[src/rtl/scope_pkg.sv]
//--------------------------------------
// shared widths, opcodes, FSM states and bus structs
// for the scope acquisition core
//--------------------------------------
package scope_pkg;

	localparam int SAMPLE_W  = 12;
	localparam int ADDR_W    = 10;
	localparam int DEPTH     = 1024;
	localparam int WORD_W    = 32;
	localparam int CMD_BYTES = 8;
	localparam logic [WORD_W-1:0] VERSION = 32'd16; // firmware version

	typedef enum logic [7:0] {
		CMD_READOUT    = 8'd0,
		CMD_ARM        = 8'd1,
		CMD_INFO       = 8'd2,
		CMD_TRIG_SET   = 8'd8,
		CMD_DOWNSAMPLE = 8'd9
	} cmd_op_e;

	typedef enum logic [7:0] {
		TRIG_NONE = 8'd0,
		TRIG_FALL = 8'd1,
		TRIG_RISE = 8'd2
	} trig_type_e;

	typedef enum logic [2:0] {
		ACQ_READY,
		ACQ_FALL_FIRST,
		ACQ_FALL_SECOND,
		ACQ_RISE_FIRST,
		ACQ_RISE_SECOND,
		ACQ_POST,
		ACQ_HELD
	} acq_state_e;

	// byte 0 sits in the low bits, first on the wire
	typedef struct packed {
		logic [7:0] b7;
		logic [7:0] b6;
		logic [7:0] b5;
		logic [7:0] b4;
		logic [7:0] b3;
		logic [7:0] b2;
		logic [7:0] b1;
		cmd_op_e    op;
	} cmd_t;

	typedef struct packed {
		trig_type_e                 trig_type;
		logic signed [SAMPLE_W-1:0] lower;
		logic signed [SAMPLE_W-1:0] upper;
		logic [7:0]                 tot;
		logic [15:0]                post_len;
		logic [4:0]                 ds_exp;
	} acq_cfg_t;

	typedef struct packed {
		logic [15:0]       event_cnt;
		logic [15:0]       post_cnt;
		logic [ADDR_W-1:0] trig_addr;
		logic              held;
	} acq_status_t;

	typedef struct packed {
		logic [WORD_W-1:0] data;
		logic [15:0]       len;  // bytes still to send
	} reply_t;

endpackage

[src/rtl/cmd_controller.sv]
//--------------------------------------
// decodes commands, keeps the acquisition settings,
// walks the buffer for readout and loads reply words
//--------------------------------------
`timescale 1ns/1ps

module cmd_controller (
	input  logic                                clk,
	input  logic                                rstn,
	input  logic                                i_cmd_valid,
	input  scope_pkg::cmd_t                     i_cmd,
	output logic                                o_cmd_done,
	output scope_pkg::acq_cfg_t                 o_cfg,
	output logic                                o_arm,
	output logic                                o_readout_done,
	input  scope_pkg::acq_status_t              i_status,
	output logic                                o_rd_req,
	output logic [scope_pkg::ADDR_W-1:0]        o_rd_addr,
	input  logic                                i_rd_gnt,
	input  logic [scope_pkg::SAMPLE_W-1:0]      i_rd_data,
	output logic                                o_reply_load,
	output scope_pkg::reply_t                   o_reply,
	input  logic                                i_reply_busy,
	input  logic                                i_word_taken
);

	typedef enum logic [2:0] {
		CS_IDLE,
		CS_REPLY,
		CS_RD_REQ,
		CS_RD_DATA,
		CS_RD_TAKE
	} ctl_state_e;

	ctl_state_e                     state;
	logic [scope_pkg::ADDR_W-1:0]   preoffset;
	logic [31:0]                    remain;     // readout bytes left
	logic [15:0]                    rd_len;
	logic [scope_pkg::SAMPLE_W-1:0] b1_w;
	logic [scope_pkg::SAMPLE_W-1:0] b2_w;
	logic [scope_pkg::SAMPLE_W-1:0] lower_calc;
	logic [scope_pkg::SAMPLE_W-1:0] upper_calc;

	//--------------------------------------
	// threshold arithmetic, 12 bit wraparound
	//--------------------------------------
	assign b1_w = {{(scope_pkg::SAMPLE_W-8){1'b0}}, i_cmd.b1};
	assign b2_w = {{(scope_pkg::SAMPLE_W-8){1'b0}}, i_cmd.b2};
	assign lower_calc = ((b1_w - b2_w - 12'd128) << 4) + 12'd8;
	assign upper_calc = ((b1_w + b2_w - 12'd128) << 4) + 12'd8;

	assign rd_len = (remain > 32'h0000_ffff) ? 16'hffff : remain[15:0]; // saturate

	always_ff @(posedge clk or negedge rstn) begin
		if (!rstn) begin
			state          <= CS_IDLE;
			o_cfg          <= '0;
			preoffset      <= '0;
			remain         <= '0;
			o_rd_req       <= 1'b0;
			o_rd_addr      <= '0;
			o_arm          <= 1'b0;
			o_readout_done <= 1'b0;
			o_cmd_done     <= 1'b0;
			o_reply_load   <= 1'b0;
		end else begin
			o_arm          <= 1'b0;
			o_readout_done <= 1'b0;
			o_cmd_done     <= 1'b0;
			o_reply_load   <= 1'b0;
			case (state)
				CS_IDLE: if (i_cmd_valid) begin
					case (i_cmd.op)
						scope_pkg::CMD_READOUT: begin
							remain    <= {i_cmd.b7, i_cmd.b6, i_cmd.b5, i_cmd.b4};
							o_rd_addr <= i_status.trig_addr - preoffset; // look back before trigger
							o_rd_req  <= 1'b1;
							state     <= CS_RD_REQ;
						end
						scope_pkg::CMD_ARM: begin
							o_cfg.trig_type <= scope_pkg::trig_type_e'(i_cmd.b1);
							o_cfg.post_len  <= {i_cmd.b5, i_cmd.b4};
							if (!i_status.held && i_status.post_cnt == 16'd0) begin
								o_arm <= 1'b1; // only when no event pending
							end
							o_reply      <= '{data: {i_status.event_cnt, i_status.post_cnt},
							                  len: 16'd4};
							o_reply_load <= 1'b1;
							state        <= CS_REPLY;
						end
						scope_pkg::CMD_INFO: begin
							o_reply      <= '{data: scope_pkg::VERSION, len: 16'd4};
							o_reply_load <= 1'b1;
							state        <= CS_REPLY;
						end
						scope_pkg::CMD_TRIG_SET: begin
							o_cfg.lower  <= lower_calc;
							o_cfg.upper  <= upper_calc;
							o_cfg.tot    <= i_cmd.b5;
							preoffset    <= {i_cmd.b3[1:0], i_cmd.b4};
							o_reply      <= '{data: 32'd8, len: 16'd4};
							o_reply_load <= 1'b1;
							state        <= CS_REPLY;
						end
						scope_pkg::CMD_DOWNSAMPLE: begin
							o_cfg.ds_exp <= i_cmd.b1[4:0];
							o_reply      <= '{data: 32'd9, len: 16'd4};
							o_reply_load <= 1'b1;
							state        <= CS_REPLY;
						end
						default: o_cmd_done <= 1'b1; // unknown, drop silently
					endcase
				end
				CS_REPLY: if (!o_reply_load && !i_reply_busy) begin
					o_cmd_done <= 1'b1;
					state      <= CS_IDLE;
				end
				CS_RD_REQ: if (i_rd_gnt) begin
					o_rd_req <= 1'b0;
					state    <= CS_RD_DATA;
				end
				CS_RD_DATA: begin // ram word valid now
					o_reply      <= '{data: {{(scope_pkg::WORD_W-scope_pkg::SAMPLE_W){1'b0}},
					                         i_rd_data}, len: rd_len};
					o_reply_load <= 1'b1;
					state        <= CS_RD_TAKE;
				end
				CS_RD_TAKE: if (i_word_taken) begin
					if (remain <= 32'd4) begin
						o_readout_done <= 1'b1;
						o_cmd_done     <= 1'b1;
						state          <= CS_IDLE;
					end else begin
						remain    <= remain - 32'd4;
						o_rd_addr <= o_rd_addr + 1'b1; // wraps at DEPTH
						o_rd_req  <= 1'b1;
						state     <= CS_RD_REQ;
					end
				end
				default: state <= CS_IDLE;
			endcase
		end
	end

endmodule

[config.mk]
export PLATFORM = sky130hd
export DESIGN_NAME = cmd_controller
export DESIGN_NICKNAME = d
export VERILOG_FILES = /design/src/rtl/scope_pkg.sv /design/src/rtl/cmd_controller.sv
export SDC_FILE = /design/constraint.sdc
export NUM_CORES = 1
export LEC_CHECK = 0
export BUFFER_PORTS_ARGS = -buffer_cell sky130_fd_sc_hd__buf_2
export CORE_ASPECT_RATIO = 1.4
export CORE_UTILIZATION = 47
export DETAILED_ROUTE_END_ITERATION = 10
export GPL_ROUTABILITY_DRIVEN = 0
export PLACE_DENSITY = 0.77
export SLEW_MARGIN = 20
export SYNTH_ARGS = -nofsm -noshare
export SYNTH_HDL_FRONTEND = slang
export SYNTH_SLANG_ARGS = --single-unit
[constraint.sdc]
create_clock -name clk -period 2.57 [get_ports clk]
set_input_delay 0.514 -clock clk [delete_from_list [all_inputs] [get_ports clk]]
set_output_delay 0.514 -clock clk [all_outputs]
set_load 0.01 [all_outputs]
### Word level (Yosys, flattened, before mapping)

Index checks and enable logic that the tools add are counted.

* $add $sub $neg: 9
* magnitude comparators: 2
* equality and inequality tests: 16
* muxes and demuxes: 41
* reduce and logical (&&, ||, !) cells: 20

Operators with widths (number)
* $pmux 48 s4: 1
* $mux 32: 4
* $pmux 48 s2: 1
* $pmux 32 s2: 1
* $mux 48: 1
* $mux 10: 4
* $gt 32x16->1 const B: 1
* $le 32x3->1 const B: 1
* $sub 32x3->32 const B: 1
* $add 12x4->12 const B: 2
* $pmux 10 s2: 1
* $mux 1: 17
* $eq 8x4->1 const B: 2
* $logic_not 16->1: 1
* $mux 16: 1
* $sub 8x8->8 const B: 2
* $pmux 3 s5: 1
* $mux 3: 4
* $add 10x1->10 const B: 1
* $ne 2x2->1 const B: 5
* $reduce_and 5->1: 2
* $sub 10x10->10: 1
* $reduce_and 3->1: 3
* $add 8x8->8: 1
* other kinds (23): 29

* flip-flop bits (word level): 169
* input bits: 125

### Longest topological paths before layout

Gate-level depths: netlist (run 1).

* depth after elaboration: 6
* depth in mapped cells: 10
* gate-level depth less buffers: 10

### Worst setup path after synthesis (run 1)

OpenSTA, ideal clock, no wires.

* path kind: input -> register
* from: in i_cmd[5] (netlist name)
* to: reg o_reply[0] (netlist name) (enable)
* setup time: 410 ps
* arrival time: 2681 ps
* required time: 2160 ps
* slack: -521 ps
* stages: 5
* path buffers: 0
* cell sequence: or4_1 -> nor2_1 -> nand3_1 -> nand2_1 -> and2_1

* cells in the longest elaborated chain, start to end: 3
* elaborated cells on any way between the ends: 6

RTL lines
* start, declared: RTL line cmd_controller.sv:11 `input scope_pkg::cmd_t i_cmd,`
* $eq 8x1->1 (tied with other cells): RTL line cmd_controller.sv:73 `case (i_cmd.op)`
* $ne 5x1->1 (no source line) *
* $reduce_and 4->1 (no source line) *
* end signal, assigned: RTL line cmd_controller.sv:86 `o_reply <= '{data: {i_status.event_cnt, i_status.post_cnt},`
* end signal, assigned: RTL line cmd_controller.sv:92 `o_reply <= '{data: scope_pkg::VERSION, len: 16'd4};`
* end signal, assigned: RTL line cmd_controller.sv:101 `o_reply <= '{data: 32'd8, len: 16'd4};`
* end, declared: RTL line cmd_controller.sv:22 `output scope_pkg::reply_t o_reply,`

Mark *: on every way between the ends. The rest lies on a longest branch, timed or not.
A chain may end at the register's enable or synchronous reset.

### Worst setup path after layout (run 1)

* from: reg remain[22]
* to: reg remain[31]

* cells in the longest elaborated chain, start to end: 4
* elaborated cells on any way between the ends: 7

RTL lines
* start, declared: RTL line cmd_controller.sv:37 `logic [31:0] remain;`
* start signal, assigned: RTL line cmd_controller.sv:75 `remain <= {i_cmd.b7, i_cmd.b6, i_cmd.b5, i_cmd.b4};`
* start signal, assigned: RTL line cmd_controller.sv:134 `remain <= remain - 32'd4;`
* $sub 32x3->32: RTL line cmd_controller.sv:134
* $mux 32: RTL line cmd_controller.sv:129 `if (remain <= 32'd4) begin`
* $mux 32: RTL line cmd_controller.sv:128 `CS_RD_TAKE: if (i_word_taken) begin`
* $pmux 32 s2: RTL line cmd_controller.sv:71 `case (state)`

Several ways; a longest one is shown, not always the timed one. The select of a mux whose other input is x is not followed.

==> flow_metrics.py, run 1 <==
metrics = {
    "global_routing": {
        "grt_pass1_wl_mm": 35.5,
        "antenna_found_initial": 1,
        "grt.busiest_layer": "met2",
        "grt_max_degree": 114,
        "grt.met1_usage_pct": 26.1,
        "grt_pass1_vias": 7172,
        "grt_overflow": 0,
        "met3_usage_pct": 7.70,
        "met2_usage_pct": 46.5,
        "grt_usage_pct": 25.3,
    },
    "synthesis": {
        "ys.flop_type": "dfrtp_1",
        "synth_edf_count": 48,
        "ys_types": 69,
        "yosysSeqAreaShare_pct": 50.4,
        "synth-simple-area-share_pct": 15.8,
        "synthMuxAreaShare_pct": 6.64,
        "yosys.area_share.adder_pct": 6.32,
        "async_flop_share_pct": 70.2,
        "synth_warnings": 0,
        "synth_top_family_by_area": "simple AND/OR/NAND/NOR gates",
        "syn_inst": 807,
        "syn_area_per_cell_sq_um": 10.5,
        "syn_area_sq_mm": 0.00847,
        "synth_xor_area_share_pct": 2.17,
        "ys_seq_elements": 161,
        "synth_compound_area_share_pct": 14.3,
    },
    "clock_tree": {
        "clock_sinks": 161,
        "cts_buffer_depth": 2,
        "clk_latency_ps": 430,
        "clockRootBuffer": "clkbuf_16",
        "cts_buffers": 17,
        "path_clk_slew_ps": 70,
        "cts_tree": "yes",
        "cts.htree.levels": 4,
        "cts_hold_buf": 0,
    },
    "placed_design": {
        "dp.cells": 1280,
        "dp_slack_ps": -24.2,
        "port_buffers": 236,
        "dp_hpwl_mm": 17.1,
    },
    "setup_path": {
        "crit_chain": "or3_1 > nor4_4 > nand4_4 > buf_4 > nor2b_1 > and3_1 > o32a_1",
        "cp_num_buf_inv": 1,
        "worst_path_max_delay_cell": "or3_1",
        "path_depth": 7,
        "crit_required_ps": 2890,
        "worstRegToRegCells": 7,
        "endpoint_kind": "flop",
        "critPathLaunchType": "flop",
        "worstSetupPathType": "flop to flop",
        "cp.arrival_ps": 2770,
        "cp_max_fo": 5,
        "critPathTopFamily": "simple AND/OR/NAND/NOR gates",
        "max_stage_delay_ps": 460,
    },
    "final_layout": {
        "stdcell_count": 1314,
        "multi_input_area_sq_mm": 0.00386,
        "final_util_pct": 61.3,
        "drive_above_1_share_pct": 35.2,
        "syn_to_final_growth_pct": 26.5,
        "fill_cells": 1445,
        "antenna_cells": 0,
        "nets": 1231,
        "regArea_sq_mm": 0.00427,
    },
    "job": {
        "cap_violations": 0,
    },
    "floorplanning": {
        "ios": 249,
        "rows": 57,
        "dieArea_sq_mm": 0.0186,
        "dieWidth_microns": 115,
        "start_util_pct": 48.5,
        "die_y_microns": 161,
        "fp.coreArea_sq_mm": 0.0175,
    },
    "timing": {
        "period_share_pct": 95.4,
        "final_hold_viol_count": 0,
        "setup_tns_ps": 0,
        "max_freq_mhz": 408,
        "setup_viol": 0,
        "slew_headroom_pct": 53.3,
        "rsz0062_at_grt": "no",
        "fin_crit_ps": 2450,
        "fin_ws_ps": 119,
        "drv_slew": 0,
        "worstMarginPinSlew_ps": 700,
        "fin_worst_skew_ps": 10.6,
    },
    "route": {
        "drt_iter0_markers": 459,
        "drt_first_pass_iters": 7,
        "drc_errors": 0,
        "routedWlPerCell_microns": 17.4,
        "ant_nets": 0,
        "avgViaCountPerCell": 5.54,
        "drt_wl_total_mm": 22.9,
        "vias": 7279,
    },
    "power_and_ir_drop": {
        "leakage_nw": 5.24,
        "power_density_mw_per_mm2": 733,
        "ir_worst_vdd_v": 0.000423,
    },
    "run_status": {
        "status": "finished, final reports clean",
    },
    "min_path": {
        "min_path_type": "primary input to asynchronous set/reset pin",
    },
}
[worst register-to-register path, delay by kind of cell (launching register included)]
kind / cells / cell delay [ps]
buf+inv: 1 / 200
simple gates: 5 / 1480
flops: 1 / 400
compound gates: 1 / 280
[Yosys cell counts, types with 3 or more instances]
cell | number | area (sq um)
dfrtp_1 | 113 | 2830
nand2_1 | 71 | 267
nor2_1 | 64 | 240
a21oi_1 | 61 | 305
o21ai_0 | 50 | 250
edfxtp_1 | 48 | 1440
mux2_2 | 47 | 529
ha_1 | 38 | 475
inv_1 | 30 | 113
clkbuf_1 | 27 | 101
and3_1 | 24 | 150
nand3_1 | 22 | 110
nor3_1 | 15 | 75.1
xnor2_1 | 14 | 123
buf_2 | 11 | 55.1
a22o_1 | 10 | 87.6
a31oi_1 | 10 | 62.6
buf_4 | 9 | 67.6
o22ai_1 | 9 | 56.3
nor4_1 | 8 | 50.1
nand4_1 | 7 | 43.8
nor2b_1 | 7 | 43.8
or3_1 | 7 | 43.8
xor2_1 | 7 | 61.3
and2_1 | 6 | 37.5
or4_1 | 6 | 45.0
a21o_1 | 5 | 37.5
nand3b_1 | 5 | 37.5
o31ai_1 | 5 | 37.5
nand2b_1 | 4 | 25.0
o32a_1 | 4 | 40.0
a211oi_1 | 3 | 22.5
a21boi_0 | 3 | 22.5
a221o_1 | 3 | 30.0
a32o_1 | 3 | 30.0
fa_1 | 3 | 60.1
nor3_2 | 3 | 30.0
o211ai_1 | 3 | 22.5
or2_2 | 3 | 18.8
[sequential cells by signal (all words and copies together) (netlist names), 3 cells and up]
name       count
o_reply       48
o_rd_addr     10
state          3
remain        32
o_cfg         53
preoffset     10
[path summary, 6_finish.rpt]
kind / from / to / slack (ps)
worst max-delay path: remain[22] / remain[31] / 120
worst min-delay path: rstn / o_cfg[57] / 210
worst max register to register: remain[22] / remain[31] / 120
worst min register to register: o_cfg[52] / o_cfg[52] / 470
max in group asynchronous: rstn / o_rd_addr[9] / 1850
min in group clk: i_cmd[25] / preoffset[9] / 320
[power by group]
| group | total [mW] | internal, mW | switching [mW] | leakage, nW |
|---|---|---|---|---|
| logic | 2.18 | 0.978 | 1.20 | 3.02 |
| registers | 3.34 | 2.99 | 0.353 | 1.97 |
| clock network | 2.33 | 1.24 | 1.08 | 0.258 |
[placed cells by master, fill, tap and decap left out, types with 4 or more instances in the layout]
cell and n:
nand2_1 71, o31ai_1 5, edfxtp_1 48, clkinvlp_4 4, nand3b_1 5, ha_1 38, nor3_1 15, a21oi_1 61
xnor2_1 14, buf_4 42, o22ai_1 9, a21o_1 5, xor2_1 7, mux2_2 47, a31oi_1 10, clkinv_2 5
nand4_1 7, or4_1 6, and2_1 4, o21ai_0 50, buf_2 235, conb_1 6, inv_1 30, and3_1 24
clkbuf_16 17, nor2b_1 7, nand2b_1 4, nand3_1 22, buf_12 7, a22o_1 10, inv_6 4, nor4_1 8
dfrtp_1 113, nor2_1 64, o32a_1 4, or3_1 7
[repair_timing]
item                                    4_1_cts  5_1_grt
setup buffers                                 0        2
gates resized for setup                       0        1
endpoints found under the setup margin        0        9
[area by class of cell]
cell class / instances / share of cell area, %
clock inverters: 15 / 1.03
multi-input cells: 571 / 36.1
flip-flops and latches: 161 / 39.9
inverters: 30 / 1.05
repair buffers: 284 / 15.2
well taps: 236 / 2.76
clock buffers: 17 / 3.97
[through the flow]
| step | total power, mW | cell area (sq um) | hold slack [ps] |
|---|---|---|---|
| after floorplan | 4.60 | 8490 | 218 |
| after global placement | 5.46 | 10100 | 458 |
| after detailed placement | 5.53 | 10100 | 465 |
| after CTS | 7.86 | 10700 | 267 |
| after global routing | 8.25 | 10700 | 254 |
| final | 7.84 | 10700 | 209 |
[metal layers]
| metal | share of wire [%] | vias to the layer above | routed length, microns |
|---|---|---|---|
| met5 | 0 | - | 0 |
| met4 | 2.7 | 0 | 617 |
| met3 | 8.3 | 47 | 1900 |
| met2 | 52 | 318 | 12000 |
| met1 | 37 | 3468 | 8410 |
| li1 | - | 3446 | - |
[cell families (layout without fill, tap and decap cells)]
kind of cell / Yosys count / count (layout)
buf+inv: 80 / 346
compound gates: 191 / 191
other cells: 1 / 6
fa+ha+maj: 41 / 41
xor+xnor: 21 / 21
mux: 50 / 50
simple gates: 262 / 262
flops: 161 / 161
Note: power is estimated with default switching activity, not from simulation.
==> inputs of run 2 (changes only) <==
Settings changed: CORE_UTILIZATION 47 to 55, MAX_ROUTING_LAYER set to met4, PLACE_DENSITY 0.77 to 0.84.
Clock period 2.57 ns to 3.15 ns, I/O delays scaled along.
==> run 2 against run 1 <==
Net effect: design area shrank 2.6%; global-route usage increased by 3.7 points; setup slack gained 260 ps; clock power decreased by 16%; power decreased by 19%; critical path type unchanged; largest power group unchanged; non-clock buffer count shrank 26; wire length decreased by 3.0%; die area decreased by 14%; sequential share of layout area up 1.1 points.
==> flow_metrics.py, run 2 (synthesis results as in run 1) <==
metrics = {
    "final_layout": {
        "layout_commonest_cell": "buf_2",
        "fill_cells": 1148,
        "largest_reg_flops": 53,
        "reg_top3": "o_cfg (53), o_reply (48), remain (32)",
        "nets": 1205,
        "drive_above_1_share_pct": 33.4,
        "syn_to_final_growth_pct": 23.2,
        "final_util_pct": 69.3,
        "final_cell_mix": "buf_2, dfrtp_1, nand2_1, nor2_1, a21oi_1",
        "regMostFlops": "o_cfg",
    },
    "global_routing": {
        "grt_pass1_vias": 7024,
        "grt_usage_pct": 29.0,
        "grt_overflow": 0,
        "grt_max_degree": 114,
        "grt_pass1_wl_mm": 34.4,
        "antenna_found_initial": 1,
    },
    "timing": {
        "slew_headroom_pct": 58.4,
        "worstMarginPinSlew_ps": 624,
        "fin_crit_ps": 2770,
        "final_hold_viol_count": 0,
        "fin_worst_skew_ps": 7.42,
        "hold_slack_ps": 309,
        "setup_tns_ps": 0,
        "period_share_pct": 88.1,
        "setup_viol": 0,
        "drv_slew": 0,
        "max_freq_mhz": 360,
        "rsz0062_at_grt": "no",
    },
    "clock_tree": {
        "cts_tree": "yes",
        "clock_sinks": 161,
        "cts_resized": 0,
        "path_clk_slew_ps": 70,
        "post_cts_buffers": 0,
        "cts_buffer_depth": 2,
        "clk_latency_ps": 430,
        "clockRootBuffer": "clkbuf_16",
        "cts_hold_buf": 0,
        "cts.htree.levels": 4,
        "cts_buffers": 17,
    },
    "setup_path": {
        "crit_chain": "or4_4 > nor4_4 > nand4_4 > a31oi_4 > nor2_1 > a221o_1",
        "reg2reg_to": "o_rd_addr[7]",
        "cp_max_fo": 16,
        "worstRegToRegCells": 6,
        "endpoint_kind": "flop",
        "timing.rr.start": "remain[25]",
        "cp_num_buf_inv": 0,
        "cp.arrival_ps": 3080,
        "r2r_slack_ps": 380,
        "critPathTopFamily": "simple AND/OR/NAND/NOR gates",
        "critPathLaunchType": "flop",
        "crit_required_ps": 3460,
        "worstSetupPathType": "flop to flop",
        "worst_path_max_delay_cell": "a31oi_4",
        "max_stage_delay_ps": 590,
    },
    "job": {
        "cap_violations": 0,
    },
    "power_and_ir_drop": {
        "leakage_nw": 5.10,
        "ir_worst_vdd_v": 0.000340,
        "power_mw": 6.32,
        "power_density_mw_per_mm2": 606,
    },
    "route": {
        "routedWlPerCell_microns": 17.8,
        "drt_iter0_markers": 498,
        "vias": 7270,
        "drt_first_pass_iters": 5,
        "drt_wl_total_mm": 22.2,
        "avgViaCountPerCell": 5.84,
        "drc_errors": 0,
        "ant_nets": 0,
    },
    "min_path": {
        "min_path_type": "primary input to asynchronous set/reset pin",
    },
    "floorplanning": {
        "dieArea_sq_mm": 0.0159,
        "dieWidth_microns": 107,
        "rows": 53,
        "start_util_pct": 56.2,
        "ios": 249,
        "die_y_microns": 149,
        "fp.coreArea_sq_mm": 0.0151,
    },
    "placed_design": {
        "port_buffers": 236,
        "dp_hpwl_mm": 16.5,
    },
    "run_status": {
        "status": "finished, final reports clean",
    },
}
-- run 2: changes by cell type in the layout (fill, tap and decap cells not counted), sizes merged --
cell and delta:
buf -26, clkbuf +1, clkinv -2, clkinvlp -2
diode +1, inv +3
-- run 2: worst max-delay path by stage --
stage / from / to / cells past startpoint
floorplan: i_cmd[5] / o_reply[0] / 5
global placement: i_cmd[5] / preoffset[7] / 7
detailed placement: i_cmd[5] / preoffset[7] / 7
CTS: remain[25] / o_rd_addr[7] / 6
global route: remain[18] / o_rd_addr[7] / 6
finish: remain[25] / o_rd_addr[7] / 6
-- run 2: routing by layer --
metal	vias to the layer above	part of all wire [%]	track usage (%)
met4	0	3.7	13.8
met2	361	52	50.3
met1	3450	37	31.9
li1	3396	-	-
met5	-	0	-
met3	63	7.0	5.81
-- run 2: metrics by stage --
step,cells,setup WS (ps),instance area [sq um]
detailed placement,1212,330,9880
global route,1245,308,10400
finish,1245,376,10400
CTS,1244,415,10400
floorplan,812,455,8490
global placement,1212,389,9880
-- run 2: final cells by class --
class,count,area (sq um),area share (%)
clock buffers,18,429,4.11
diodes,1,2.50,0.0240
clock inverters,14,124,1.19
multi-input cells,571,3860,37.0
inverters,30,113,1.08
well taps,192,240,2.30
flip-flops and latches,161,4270,40.9
repair buffers,258,1400,13.4
-- run 2: where the power goes --
part	switching, mW	internal (mW)
clock	0.918	1.04
combinational	0.911	0.699
sequential	0.314	2.44
